[src/CorePkg.sv]
`default_nettype none

package CorePkg;

    typedef logic [31:0] wordT;
    typedef logic [3:0] regAddrT;
    typedef logic [3:0] condT;
    typedef logic [3:0] flagsT; // N, Z, C, V from MSB to LSB
    typedef logic [3:0] aluCtrlT;
    typedef logic [1:0] shiftT;
    typedef logic [4:0] shamtT;

    localparam int NumRegs = 16;

    // ALU codes follow the ARM data-processing opcodes
    localparam aluCtrlT AluAnd = 4'b0000;
    localparam aluCtrlT AluEor = 4'b0001;
    localparam aluCtrlT AluSub = 4'b0010;
    localparam aluCtrlT AluRsb = 4'b0011;
    localparam aluCtrlT AluAdd = 4'b0100;
    localparam aluCtrlT AluAdc = 4'b0101;
    localparam aluCtrlT AluOrr = 4'b1100;
    localparam aluCtrlT AluMov = 4'b1101;
    localparam aluCtrlT AluBic = 4'b1110;

    localparam shiftT ShLsl = 2'b00;
    localparam shiftT ShLsr = 2'b01;
    localparam shiftT ShAsr = 2'b10;
    localparam shiftT ShRor = 2'b11;

    localparam condT CondEq = 4'b0000;
    localparam condT CondNe = 4'b0001;
    localparam condT CondCs = 4'b0010;
    localparam condT CondCc = 4'b0011;
    localparam condT CondMi = 4'b0100;
    localparam condT CondPl = 4'b0101;
    localparam condT CondVs = 4'b0110;
    localparam condT CondVc = 4'b0111;
    localparam condT CondHi = 4'b1000;
    localparam condT CondLs = 4'b1001;
    localparam condT CondGe = 4'b1010;
    localparam condT CondLt = 4'b1011;
    localparam condT CondGt = 4'b1100;
    localparam condT CondLe = 4'b1101;
    localparam condT CondAl = 4'b1110;

endpackage

`default_nettype wire

[src/DEReg.sv]
`timescale 1ns/1ps
`default_nettype none

module DEReg (
    input wire CLK,
    input wire Reset,
    input wire EN,
    input wire CLR,
    input wire CorePkg::regAddrT RA1D,
    input wire CorePkg::regAddrT RA2D,
    input wire CorePkg::condT CondD,
    input wire CorePkg::flagsT FlagWD,
    input wire RegWD,
    input wire NoWriteD,
    input wire CorePkg::regAddrT WA3D,
    input wire ALUSrcD,
    input wire CorePkg::aluCtrlT ALUControlD,
    input wire CorePkg::wordT RD1D,
    input wire CorePkg::wordT RD2D,
    input wire CorePkg::wordT ExtImmD,
    input wire CorePkg::shiftT ShD,
    input wire CorePkg::shamtT Shamt5D,
    output CorePkg::regAddrT RA1E,
    output CorePkg::regAddrT RA2E,
    output CorePkg::condT CondE,
    output CorePkg::flagsT FlagWE,
    output logic RegWE,
    output logic NoWriteE,
    output CorePkg::regAddrT WA3E,
    output logic ALUSrcE,
    output CorePkg::aluCtrlT ALUControlE,
    output CorePkg::wordT RD1E,
    output CorePkg::wordT RD2E,
    output CorePkg::wordT ExtImmE,
    output CorePkg::shiftT ShE,
    output CorePkg::shamtT Shamt5E
);

    always_ff @(posedge CLK or posedge Reset) begin
        if (Reset) begin
            {RA1E, RA2E, CondE, FlagWE, RegWE, NoWriteE, WA3E} <= '0;
            {ALUSrcE, ALUControlE, RD1E, RD2E, ExtImmE, ShE, Shamt5E} <= '0;
        end else if (CLR) begin
            // Flushed slot becomes a bubble with no register or flag write
            {RA1E, RA2E, CondE, FlagWE, RegWE, NoWriteE, WA3E} <= '0;
            {ALUSrcE, ALUControlE, RD1E, RD2E, ExtImmE, ShE, Shamt5E} <= '0;
        end else if (EN) begin
            RA1E <= RA1D;
            RA2E <= RA2D;
            CondE <= CondD;
            FlagWE <= FlagWD;
            RegWE <= RegWD;
            NoWriteE <= NoWriteD;
            WA3E <= WA3D;
            ALUSrcE <= ALUSrcD;
            ALUControlE <= ALUControlD;
            RD1E <= RD1D;
            RD2E <= RD2D;
            ExtImmE <= ExtImmD;
            ShE <= ShD;
            Shamt5E <= Shamt5D;
        end
    end

    clrMakesBubble: assert property (@(posedge CLK) disable iff (Reset)
        CLR |=> (!RegWE && FlagWE == '0))
        else $error("DEReg clear did not produce a bubble");

endmodule

`default_nettype wire

[src/DecodeExecuteTop.sv]
`timescale 1ns/1ps
`default_nettype none

module DecodeExecuteTop (
    input wire CLK,
    input wire Reset,
    input wire CorePkg::wordT Instr,
    input wire InstrValid,
    input wire Stall,
    input wire Flush,
    output wire CorePkg::wordT ResultW,
    output wire CorePkg::regAddrT WA3W,
    output wire RegWriteW,
    output wire CorePkg::flagsT Flags
);
    import CorePkg::*;

    regAddrT RA1D, RA2D, WA3D;
    condT CondD;
    flagsT FlagWD;
    logic RegWD, NoWriteD, ALUSrcD;
    aluCtrlT ALUControlD;
    wordT ExtImmD, RD1D, RD2D;
    shiftT ShD;
    shamtT Shamt5D;

    regAddrT RA1E, RA2E, WA3E;
    condT CondE;
    flagsT FlagWE;
    logic RegWE, NoWriteE, ALUSrcE;
    aluCtrlT ALUControlE;
    wordT ExtImmE, RD1E, RD2E;
    shiftT ShE;
    shamtT Shamt5E;

    wire deEnable;

    assign deEnable = ~Stall; // A stall holds the decode-to-execute register

    DecodeUnit decode_i (
        .Instr(Instr), .InstrValid(InstrValid),
        .RA1D(RA1D), .RA2D(RA2D), .WA3D(WA3D), .CondD(CondD), .FlagWD(FlagWD),
        .RegWD(RegWD), .NoWriteD(NoWriteD), .ALUSrcD(ALUSrcD), .ALUControlD(ALUControlD),
        .ExtImmD(ExtImmD), .ShD(ShD), .Shamt5D(Shamt5D)
    );

    RegisterFile regFile_i (
        .CLK(CLK), .Reset(Reset), .RA1(RA1D), .RA2(RA2D), .WA3(WA3W),
        .WE(RegWriteW), .WD(ResultW), .RD1(RD1D), .RD2(RD2D)
    );

    DEReg deReg_i (
        .CLK(CLK), .Reset(Reset), .EN(deEnable), .CLR(Flush),
        .RA1D(RA1D), .RA2D(RA2D), .CondD(CondD), .FlagWD(FlagWD), .RegWD(RegWD),
        .NoWriteD(NoWriteD), .WA3D(WA3D), .ALUSrcD(ALUSrcD), .ALUControlD(ALUControlD),
        .RD1D(RD1D), .RD2D(RD2D), .ExtImmD(ExtImmD), .ShD(ShD), .Shamt5D(Shamt5D),
        .RA1E(RA1E), .RA2E(RA2E), .CondE(CondE), .FlagWE(FlagWE), .RegWE(RegWE),
        .NoWriteE(NoWriteE), .WA3E(WA3E), .ALUSrcE(ALUSrcE), .ALUControlE(ALUControlE),
        .RD1E(RD1E), .RD2E(RD2E), .ExtImmE(ExtImmE), .ShE(ShE), .Shamt5E(Shamt5E)
    );

    ExecuteUnit execute_i (
        .CLK(CLK), .Reset(Reset),
        .RA1E(RA1E), .RA2E(RA2E), .CondE(CondE), .FlagWE(FlagWE), .RegWE(RegWE),
        .NoWriteE(NoWriteE), .WA3E(WA3E), .ALUSrcE(ALUSrcE), .ALUControlE(ALUControlE),
        .RD1E(RD1E), .RD2E(RD2E), .ExtImmE(ExtImmE), .ShE(ShE), .Shamt5E(Shamt5E),
        .ResultW(ResultW), .WA3W(WA3W), .RegWriteW(RegWriteW), .Flags(Flags)
    );

endmodule

`default_nettype wire

[src/DecodeUnit.sv]
`timescale 1ns/1ps
`default_nettype none

module DecodeUnit (
    input wire CorePkg::wordT Instr,
    input wire InstrValid,
    output CorePkg::regAddrT RA1D,
    output CorePkg::regAddrT RA2D,
    output CorePkg::regAddrT WA3D,
    output CorePkg::condT CondD,
    output CorePkg::flagsT FlagWD,
    output logic RegWD,
    output logic NoWriteD,
    output logic ALUSrcD,
    output CorePkg::aluCtrlT ALUControlD,
    output CorePkg::wordT ExtImmD,
    output CorePkg::shiftT ShD,
    output CorePkg::shamtT Shamt5D
);
    import CorePkg::*;

    logic [3:0] opcode;
    logic setFlags;
    logic isArith;
    logic isTest;
    logic supported;
    logic regShift;
    logic valid;
    logic [4:0] rotAmt;
    logic [63:0] immWide;
    logic [63:0] immRotated;

    assign opcode = Instr[24:21];
    assign setFlags = Instr[20];
    assign regShift = !Instr[25] && Instr[4]; // Shift by a register is not supported

    assign RA1D = Instr[19:16];
    assign WA3D = Instr[15:12];
    assign RA2D = Instr[3:0];
    assign ALUSrcD = Instr[25];
    assign ShD = Instr[6:5];
    assign Shamt5D = Instr[11:7];

    // Rotating a doubled copy right gives the wrap-around for free
    assign rotAmt = {Instr[11:8], 1'b0};
    assign immWide = {24'b0, Instr[7:0], 24'b0, Instr[7:0]};
    assign immRotated = immWide >> rotAmt;
    assign ExtImmD = immRotated[31:0];

    always_comb begin
        ALUControlD = AluAnd;
        isArith = 1'b0;
        isTest = 1'b0;
        supported = 1'b1;
        case (opcode)
            4'b0000: ALUControlD = AluAnd;
            4'b0001: ALUControlD = AluEor;
            4'b0010: begin
                ALUControlD = AluSub;
                isArith = 1'b1;
            end
            4'b0011: begin
                ALUControlD = AluRsb;
                isArith = 1'b1;
            end
            4'b0100: begin
                ALUControlD = AluAdd;
                isArith = 1'b1;
            end
            4'b0101: begin
                ALUControlD = AluAdc;
                isArith = 1'b1;
            end
            4'b1000: begin
                ALUControlD = AluAnd; // TST
                isTest = 1'b1;
            end
            4'b1001: begin
                ALUControlD = AluEor; // TEQ
                isTest = 1'b1;
            end
            4'b1010: begin
                ALUControlD = AluSub; // CMP
                isTest = 1'b1;
                isArith = 1'b1;
            end
            4'b1011: begin
                ALUControlD = AluAdd; // CMN
                isTest = 1'b1;
                isArith = 1'b1;
            end
            4'b1100: ALUControlD = AluOrr;
            4'b1101: ALUControlD = AluMov;
            4'b1110: ALUControlD = AluBic;
            default: supported = 1'b0; // SBC, RSC and MVN fall outside the subset
        endcase
    end

    assign valid = InstrValid && Instr[27:26] == 2'b00 && !regShift && supported;

    assign RegWD = valid && !isTest;
    assign NoWriteD = valid && isTest;
    assign CondD = valid ? Instr[31:28] : CondAl;
    assign FlagWD = (valid && (setFlags || isTest)) ? (isArith ? 4'b1111 : 4'b1100) : 4'b0000;

endmodule

`default_nettype wire

[src/ExecuteUnit.sv]
`timescale 1ns/1ps
`default_nettype none

module ExecuteUnit (
    input wire CLK,
    input wire Reset,
    input wire CorePkg::regAddrT RA1E,
    input wire CorePkg::regAddrT RA2E,
    input wire CorePkg::condT CondE,
    input wire CorePkg::flagsT FlagWE,
    input wire RegWE,
    input wire NoWriteE,
    input wire CorePkg::regAddrT WA3E,
    input wire ALUSrcE,
    input wire CorePkg::aluCtrlT ALUControlE,
    input wire CorePkg::wordT RD1E,
    input wire CorePkg::wordT RD2E,
    input wire CorePkg::wordT ExtImmE,
    input wire CorePkg::shiftT ShE,
    input wire CorePkg::shamtT Shamt5E,
    output CorePkg::wordT ResultW,
    output CorePkg::regAddrT WA3W,
    output logic RegWriteW,
    output CorePkg::flagsT Flags
);
    import CorePkg::*;

    wordT srcA;
    wordT srcBReg;
    wordT shiftedB;
    wordT srcB;
    wordT addA;
    wordT addB;
    wordT aluResult;
    logic [63:0] rorWide;
    logic [32:0] sum;
    logic carryIn;
    logic overflow;
    logic flagN, flagZ, flagC, flagV;
    flagsT aluFlags;
    logic condEx;

    assign {flagN, flagZ, flagC, flagV} = Flags;

    // Forward the value still waiting in the writeback register
    assign srcA = (RegWriteW && RA1E == WA3W) ? ResultW : RD1E;
    assign srcBReg = (RegWriteW && RA2E == WA3W) ? ResultW : RD2E;

    assign rorWide = {srcBReg, srcBReg} >> Shamt5E;

    always_comb begin
        case (ShE)
            ShLsl: shiftedB = srcBReg << Shamt5E;
            ShLsr: shiftedB = (Shamt5E == '0) ? '0 : srcBReg >> Shamt5E; // Zero encodes 32
            ShAsr: shiftedB = (Shamt5E == '0) ? {32{srcBReg[31]}}
                                              : wordT'($signed(srcBReg) >>> Shamt5E);
            ShRor: shiftedB = rorWide[31:0];
            default: shiftedB = srcBReg;
        endcase
    end

    assign srcB = ALUSrcE ? ExtImmE : shiftedB;

    // Subtraction is done as A + ~B + 1 so C is the ARM not-borrow
    always_comb begin
        addA = srcA;
        addB = srcB;
        carryIn = 1'b0;
        case (ALUControlE)
            AluAdc: carryIn = flagC;
            AluSub: begin
                addB = ~srcB;
                carryIn = 1'b1;
            end
            AluRsb: begin
                addA = srcB;
                addB = ~srcA;
                carryIn = 1'b1;
            end
            default: carryIn = 1'b0;
        endcase
    end

    assign sum = {1'b0, addA} + {1'b0, addB} + {32'b0, carryIn};
    assign overflow = (addA[31] == addB[31]) && (sum[31] != addA[31]);

    always_comb begin
        case (ALUControlE)
            AluAnd: aluResult = srcA & srcB;
            AluEor: aluResult = srcA ^ srcB;
            AluOrr: aluResult = srcA | srcB;
            AluMov: aluResult = srcB;
            AluBic: aluResult = srcA & ~srcB;
            AluSub, AluRsb, AluAdd, AluAdc: aluResult = sum[31:0];
            default: aluResult = '0;
        endcase
    end

    assign aluFlags = {aluResult[31], aluResult == '0, sum[32], overflow};

    always_comb begin
        case (CondE)
            CondEq: condEx = flagZ;
            CondNe: condEx = !flagZ;
            CondCs: condEx = flagC;
            CondCc: condEx = !flagC;
            CondMi: condEx = flagN;
            CondPl: condEx = !flagN;
            CondVs: condEx = flagV;
            CondVc: condEx = !flagV;
            CondHi: condEx = flagC && !flagZ;
            CondLs: condEx = !flagC || flagZ;
            CondGe: condEx = flagN == flagV;
            CondLt: condEx = flagN != flagV;
            CondGt: condEx = !flagZ && flagN == flagV;
            CondLe: condEx = flagZ || flagN != flagV;
            CondAl: condEx = 1'b1;
            default: condEx = 1'b0;
        endcase
    end

    always_ff @(posedge CLK or posedge Reset) begin
        if (Reset) begin
            Flags <= '0;
            WA3W <= '0;
            RegWriteW <= 1'b0;
        end else begin
            if (condEx) begin
                Flags <= (Flags & ~FlagWE) | (aluFlags & FlagWE); // Only the masked flags change
            end
            WA3W <= WA3E;
            RegWriteW <= RegWE && condEx && !NoWriteE;
        end
    end

    always_ff @(posedge CLK) begin
        ResultW <= aluResult;
    end

    writeNeedsCond: assert property (@(posedge CLK) disable iff (Reset)
        RegWriteW |-> $past(condEx))
        else $error("Register write without a passing condition");

endmodule

`default_nettype wire

[src/RegisterFile.sv]
`timescale 1ns/1ps
`default_nettype none

module RegisterFile (
    input wire CLK,
    input wire Reset,
    input wire CorePkg::regAddrT RA1,
    input wire CorePkg::regAddrT RA2,
    input wire CorePkg::regAddrT WA3,
    input wire WE,
    input wire CorePkg::wordT WD,
    output CorePkg::wordT RD1,
    output CorePkg::wordT RD2
);
    import CorePkg::*;

    wordT regs [NumRegs];

    always_ff @(posedge CLK or posedge Reset) begin
        if (Reset) begin
            for (int i = 0; i < NumRegs; i++) begin
                regs[i] <= '0;
            end
        end else if (WE) begin
            regs[WA3] <= WD;
        end
    end

    // A read of the register being written sees the new value in the same cycle
    assign RD1 = (WE && WA3 == RA1) ? WD : regs[RA1];
    assign RD2 = (WE && WA3 == RA2) ? WD : regs[RA2];

    weKnown: assert property (@(posedge CLK) disable iff (Reset) !$isunknown(WE))
        else $error("RegisterFile write enable is unknown");

endmodule

`default_nettype wire

[config.mk]
export PLATFORM = sky130hd
export DESIGN_NAME = DecodeExecuteTop
export DESIGN_NICKNAME = d
export VERILOG_FILES = /design/src/CorePkg.sv /design/src/DEReg.sv /design/src/DecodeExecuteTop.sv /design/src/DecodeUnit.sv /design/src/ExecuteUnit.sv /design/src/RegisterFile.sv
export SDC_FILE = /design/constraint.sdc
export NUM_CORES = 2
export LEC_CHECK = 0
export ABC_AREA = 1
export BUFFER_PORTS_ARGS = -buffer_cell sky130_fd_sc_hd__clkbuf_2
export CAP_MARGIN = 40
export CORE_MARGIN = 3
export CORE_UTILIZATION = 45
export CTS_CLUSTER_DIAMETER = 120
export DETAILED_ROUTE_END_ITERATION = 7
export GPL_ROUTABILITY_DRIVEN = 0
export HOLD_SLACK_MARGIN = 0.05
export SYNTH_ARGS = -nofsm -noshare
export SYNTH_HDL_FRONTEND = slang
export SYNTH_HIERARCHICAL = 1
export SYNTH_SLANG_ARGS = --single-unit
[constraint.sdc]
create_clock -name CLK -period 16.5 [get_ports CLK]
set_input_delay 0.825 -clock CLK [delete_from_list [all_inputs] [get_ports CLK]]
set_output_delay 0.825 -clock CLK [all_outputs]
set_load 0.02 [all_outputs]
==> out/results.tsv <==
metric	value	unit
buffer type at the clock tree root	clkbuf_16	
Critical Path RT	17.12	ns
placed cell areas	48400	um^2
maximum fanout along the worst path	36	
vias per cell	5.95	
clock sink count	683	
top_reg_cell synth	dfrtp_1	
Crit Path Class	reg -> reg	
largest net degree at the start of global routing	188	
worst setup slack for register-to-register paths	9.17	ns
wire length of the first global-routing pass	293	mm
total power	0.00460	W
fmax	0.136	GHz
HPWL after detailed placement	121	mm
number of flops mapped to enable cells by yosys	0	
Final Routed Wirelength	193	mm
die height	329	um
average wire per cell in the routed design	22.5	um
fill count	10600	
Switch Pwr	0.00156	W
design area	51200	um^2
status	completed	
final hold slack	0.108	ns
Syn Area/Cell	6.35	um^2
Logic pwr share	20.8	%
Final min period	7.33	ns
worst hold path class	in -> async	
fraction of power spent switching nets	33.9	%
relative contribution of the clock network to total power	41.2	%
total negative slack for setup checks	0	ns
Final setup viols	0	
power per unit of standard cell area	90.0	nW/um^2
overall via count from detail_route	51100	
RSZ-0062 raised after global routing	no	
syn_nets	7517	
clock tree skew after final layout	0.0226	ns
Iteration-0 DRC Markers	6833	
Worst Tran Pin Value	1.23	ns
internal portion of total power	0.00304	W
clock latency on the worst-skew pair	0.69	ns
cell mode on critical path	nand2_1	
Clock H-tree levels	3	
die width	329	um
count of state elements after synthesis	683	
delay contributed by the slowest stage of the critical path	0.80	ns
Finished Core Util	49.8	%
clock-pin transition on the worst setup and hold timing paths	0.06	ns
number of antenna violations at the first check in global routing	2	
vias in the first global route	47400	
fraction of final layout cells with drive strength greater than 1	6.99	%
area of the mapped netlist	47000	um^2
max-cap check violation count	0	
relative area change from synthesis to final layout	8.76	%
Setup Fix Bufs, Post-CTS	0	
DRT Pass-1 Iters	7	
count of antenna-violating nets left after detailed routing	0	
clock tree from TritonCTS	built	
IR Drop Worst-Case VDD	0.0884	mV
die area	108000	um^2
count of yosys warnings during synthesis	6	
# hold bufs at CTS	0	
total congestion overflow	0	
total of buffers placed on input and output ports	77	
initial standard-cell utilization of the core	45.8	%
Reg power frac	38.0	%
buffer depth of the longest clock path	3	
share of the clock period used by the worst path	44.4	%
GR Util All Layers	35.0	%
number of cells upsized or downsized after cts	0	
sequential element share of the synthesized area	36.0	%
floorplan core area	103000	um^2
number of different library cells in the post-synthesis netlist	59	
critical-path cell with the highest stage delay	dfrtp_1	
kind of capture point of the worst setup path	flop	
Final Hold Viols	0	
endpoint arrival time on the critical path	7.95	ns
number of cells produced by synthesis	7415	
nets	7258	
leakage power total	24.6	nW
Rows	117	
share of synthesized registers carrying an async set or reset	95.3	%
# DRC	0	
number of buffers added by the clock tree synthesis step	82	
Slew Limit Headroom	17.9	%
number of max-slew violations in the final report	0	
Top Ports	78	
kind of start point of the critical path	flop	
## critical path: cells and delay by family (launching register included)
kind            cells  cell delay (ns)
compound gates      7             1.72
fa+ha+maj           1             0.35
buf+inv             8             1.13
flops               1             0.80
simple gates       26             3.19
## Yosys cell counts, types with 12 or more instances
| library cell | instances | area [um^2] |
|---|---|---|
| nand2_1 | 3064 | 11500 |
| nand3_1 | 1422 | 7120 |
| dfrtp_1 | 651 | 16300 |
| o21ai_0 | 631 | 3160 |
| inv_1 | 277 | 1040 |
| clkbuf_1 | 239 | 897 |
| nor2_1 | 191 | 717 |
| buf_2 | 188 | 941 |
| a21oi_1 | 120 | 601 |
| buf_1 | 80 | 300 |
| ha_1 | 63 | 788 |
| nand4_1 | 58 | 363 |
| o21ai_1 | 51 | 255 |
| or2_2 | 43 | 269 |
| inv_2 | 35 | 131 |
| dfxtp_1 | 32 | 641 |
| buf_4 | 30 | 225 |
| nand2_2 | 25 | 156 |
| o211ai_1 | 25 | 188 |
| o22ai_1 | 23 | 144 |
| a22oi_1 | 15 | 113 |
| nand3_2 | 15 | 150 |
| nand3b_1 | 13 | 97.6 |
| clkbuf_2 | 12 | 60.1 |
## routing by layer
layer / wire length, um / part of all wire, % / up-vias / global-route usage [%]
li1: - / - / 23700 / -
met2: 82800 / 43 / 2869 / 52.6
met4: 10400 / 5.4 / 0 / 16.8
met3: 21000 / 11 / 551 / 7.38
met5: 0 / 0 / - / 0
met1: 79000 / 41 / 24000 / 48.1
## flip-flops by register name (all words and copies together) (netlist names), 5 cells and up, named ones only
signal	cells
deReg_i/RD1E	32
deReg_i/RD2E	32
deReg_i/Shamt5E	5
execute_i/ResultW	32
deReg_i/ExtImmE	32
regFile_i/regs	512
## power groups by stage
stage	Combinational (W)	Clock, W	Sequential [W]
2_1_floorplan	0.000589	0	0.00177
3_3_place_gp	0.000915	0	0.00178
3_5_place_dp	0.000930	0	0.00178
4_1_cts	0.000933	0.00192	0.00175
5_1_grt	0.00104	0.00198	0.00175
6_report	0.000957	0.00190	0.00175
## cells by family after synthesis
group,count (synthesis),share of synthesized area [%]
adders and majority gates,65,1.76
DFF,683,36.0
buffers and inverters,879,7.88
AOI/OAI and AO/OA,906,10.1
muxes,9,0.191
xor gates and xnor gates,7,0.130
and+or+nand+nor,4866,43.9
## path summary, 6_finish.rpt
kind,cells after the start,end,startpoint
setup reg to reg,42,flop,execute_i/RegWriteW
setup / recovery,42,flop,execute_i/RegWriteW
max in group asynchronous,6,regFile_i/regs[311],Reset
min in group CLK,0,execute_i/WA3W[2],deReg_i/WA3E[2]
hold / removal,2,regFile_i/regs[32],Reset
hold reg to reg,0,execute_i/WA3W[2],deReg_i/WA3E[2]
## layout make-up
class,instances,area [um^2],share of cell area [%]
inverters,325,1270,2.47
clock buffers,118,2400,4.69
repair buffers,211,1950,3.81
clock inverters,33,393,0.768
multi-input cells,5853,26500,51.8
diodes,2,5.00,0.00978
well taps,1368,1710,3.35
flip-flops and latches,683,16900,33.1
## metrics by stage
stage | worst slack (ns) | instances
6_report | 9.17 | 8593
5_1_grt | 8.56 | 8591
4_1_cts | 9.44 | 8591
3_5_place_dp | 9.46 | 8440
3_3_place_gp | 9.38 | 8401
2_1_floorplan | 1.38 | 7415
## placed cells by master, fill, tap and decap left out, drive strengths merged, types with 2 or more instances in the layout
| cell type | instances |
|---|---|
| nand2 | 3092 |
| nand3 | 1438 |
| o21ai | 682 |
| dfrtp | 651 |
| inv | 316 |
| nor2 | 199 |
| clkbuf | 190 |
| buf | 139 |
| a21oi | 121 |
| ha | 63 |
| nand4 | 59 |
| or2 | 48 |
| clkinv | 34 |
| dfxtp | 32 |
| o211ai | 25 |
| o22ai | 23 |
| a22oi | 15 |
| nand3b | 13 |
| a31oi | 11 |
| nor3 | 11 |
| mux2i | 9 |
| o21a | 6 |
| bufinv | 5 |
| xor2 | 5 |
| o221ai | 5 |
| a21o | 4 |
| clkinvlp | 3 |
| nor4 | 3 |
| a221oi | 3 |
| diode | 2 |
| o31ai | 2 |
| o21bai | 2 |
| xnor2 | 2 |
| a32o | 2 |
| a41oi | 2 |
| and2 | 2 |
| fa | 2 |
(Power assumes the default switching activity.)
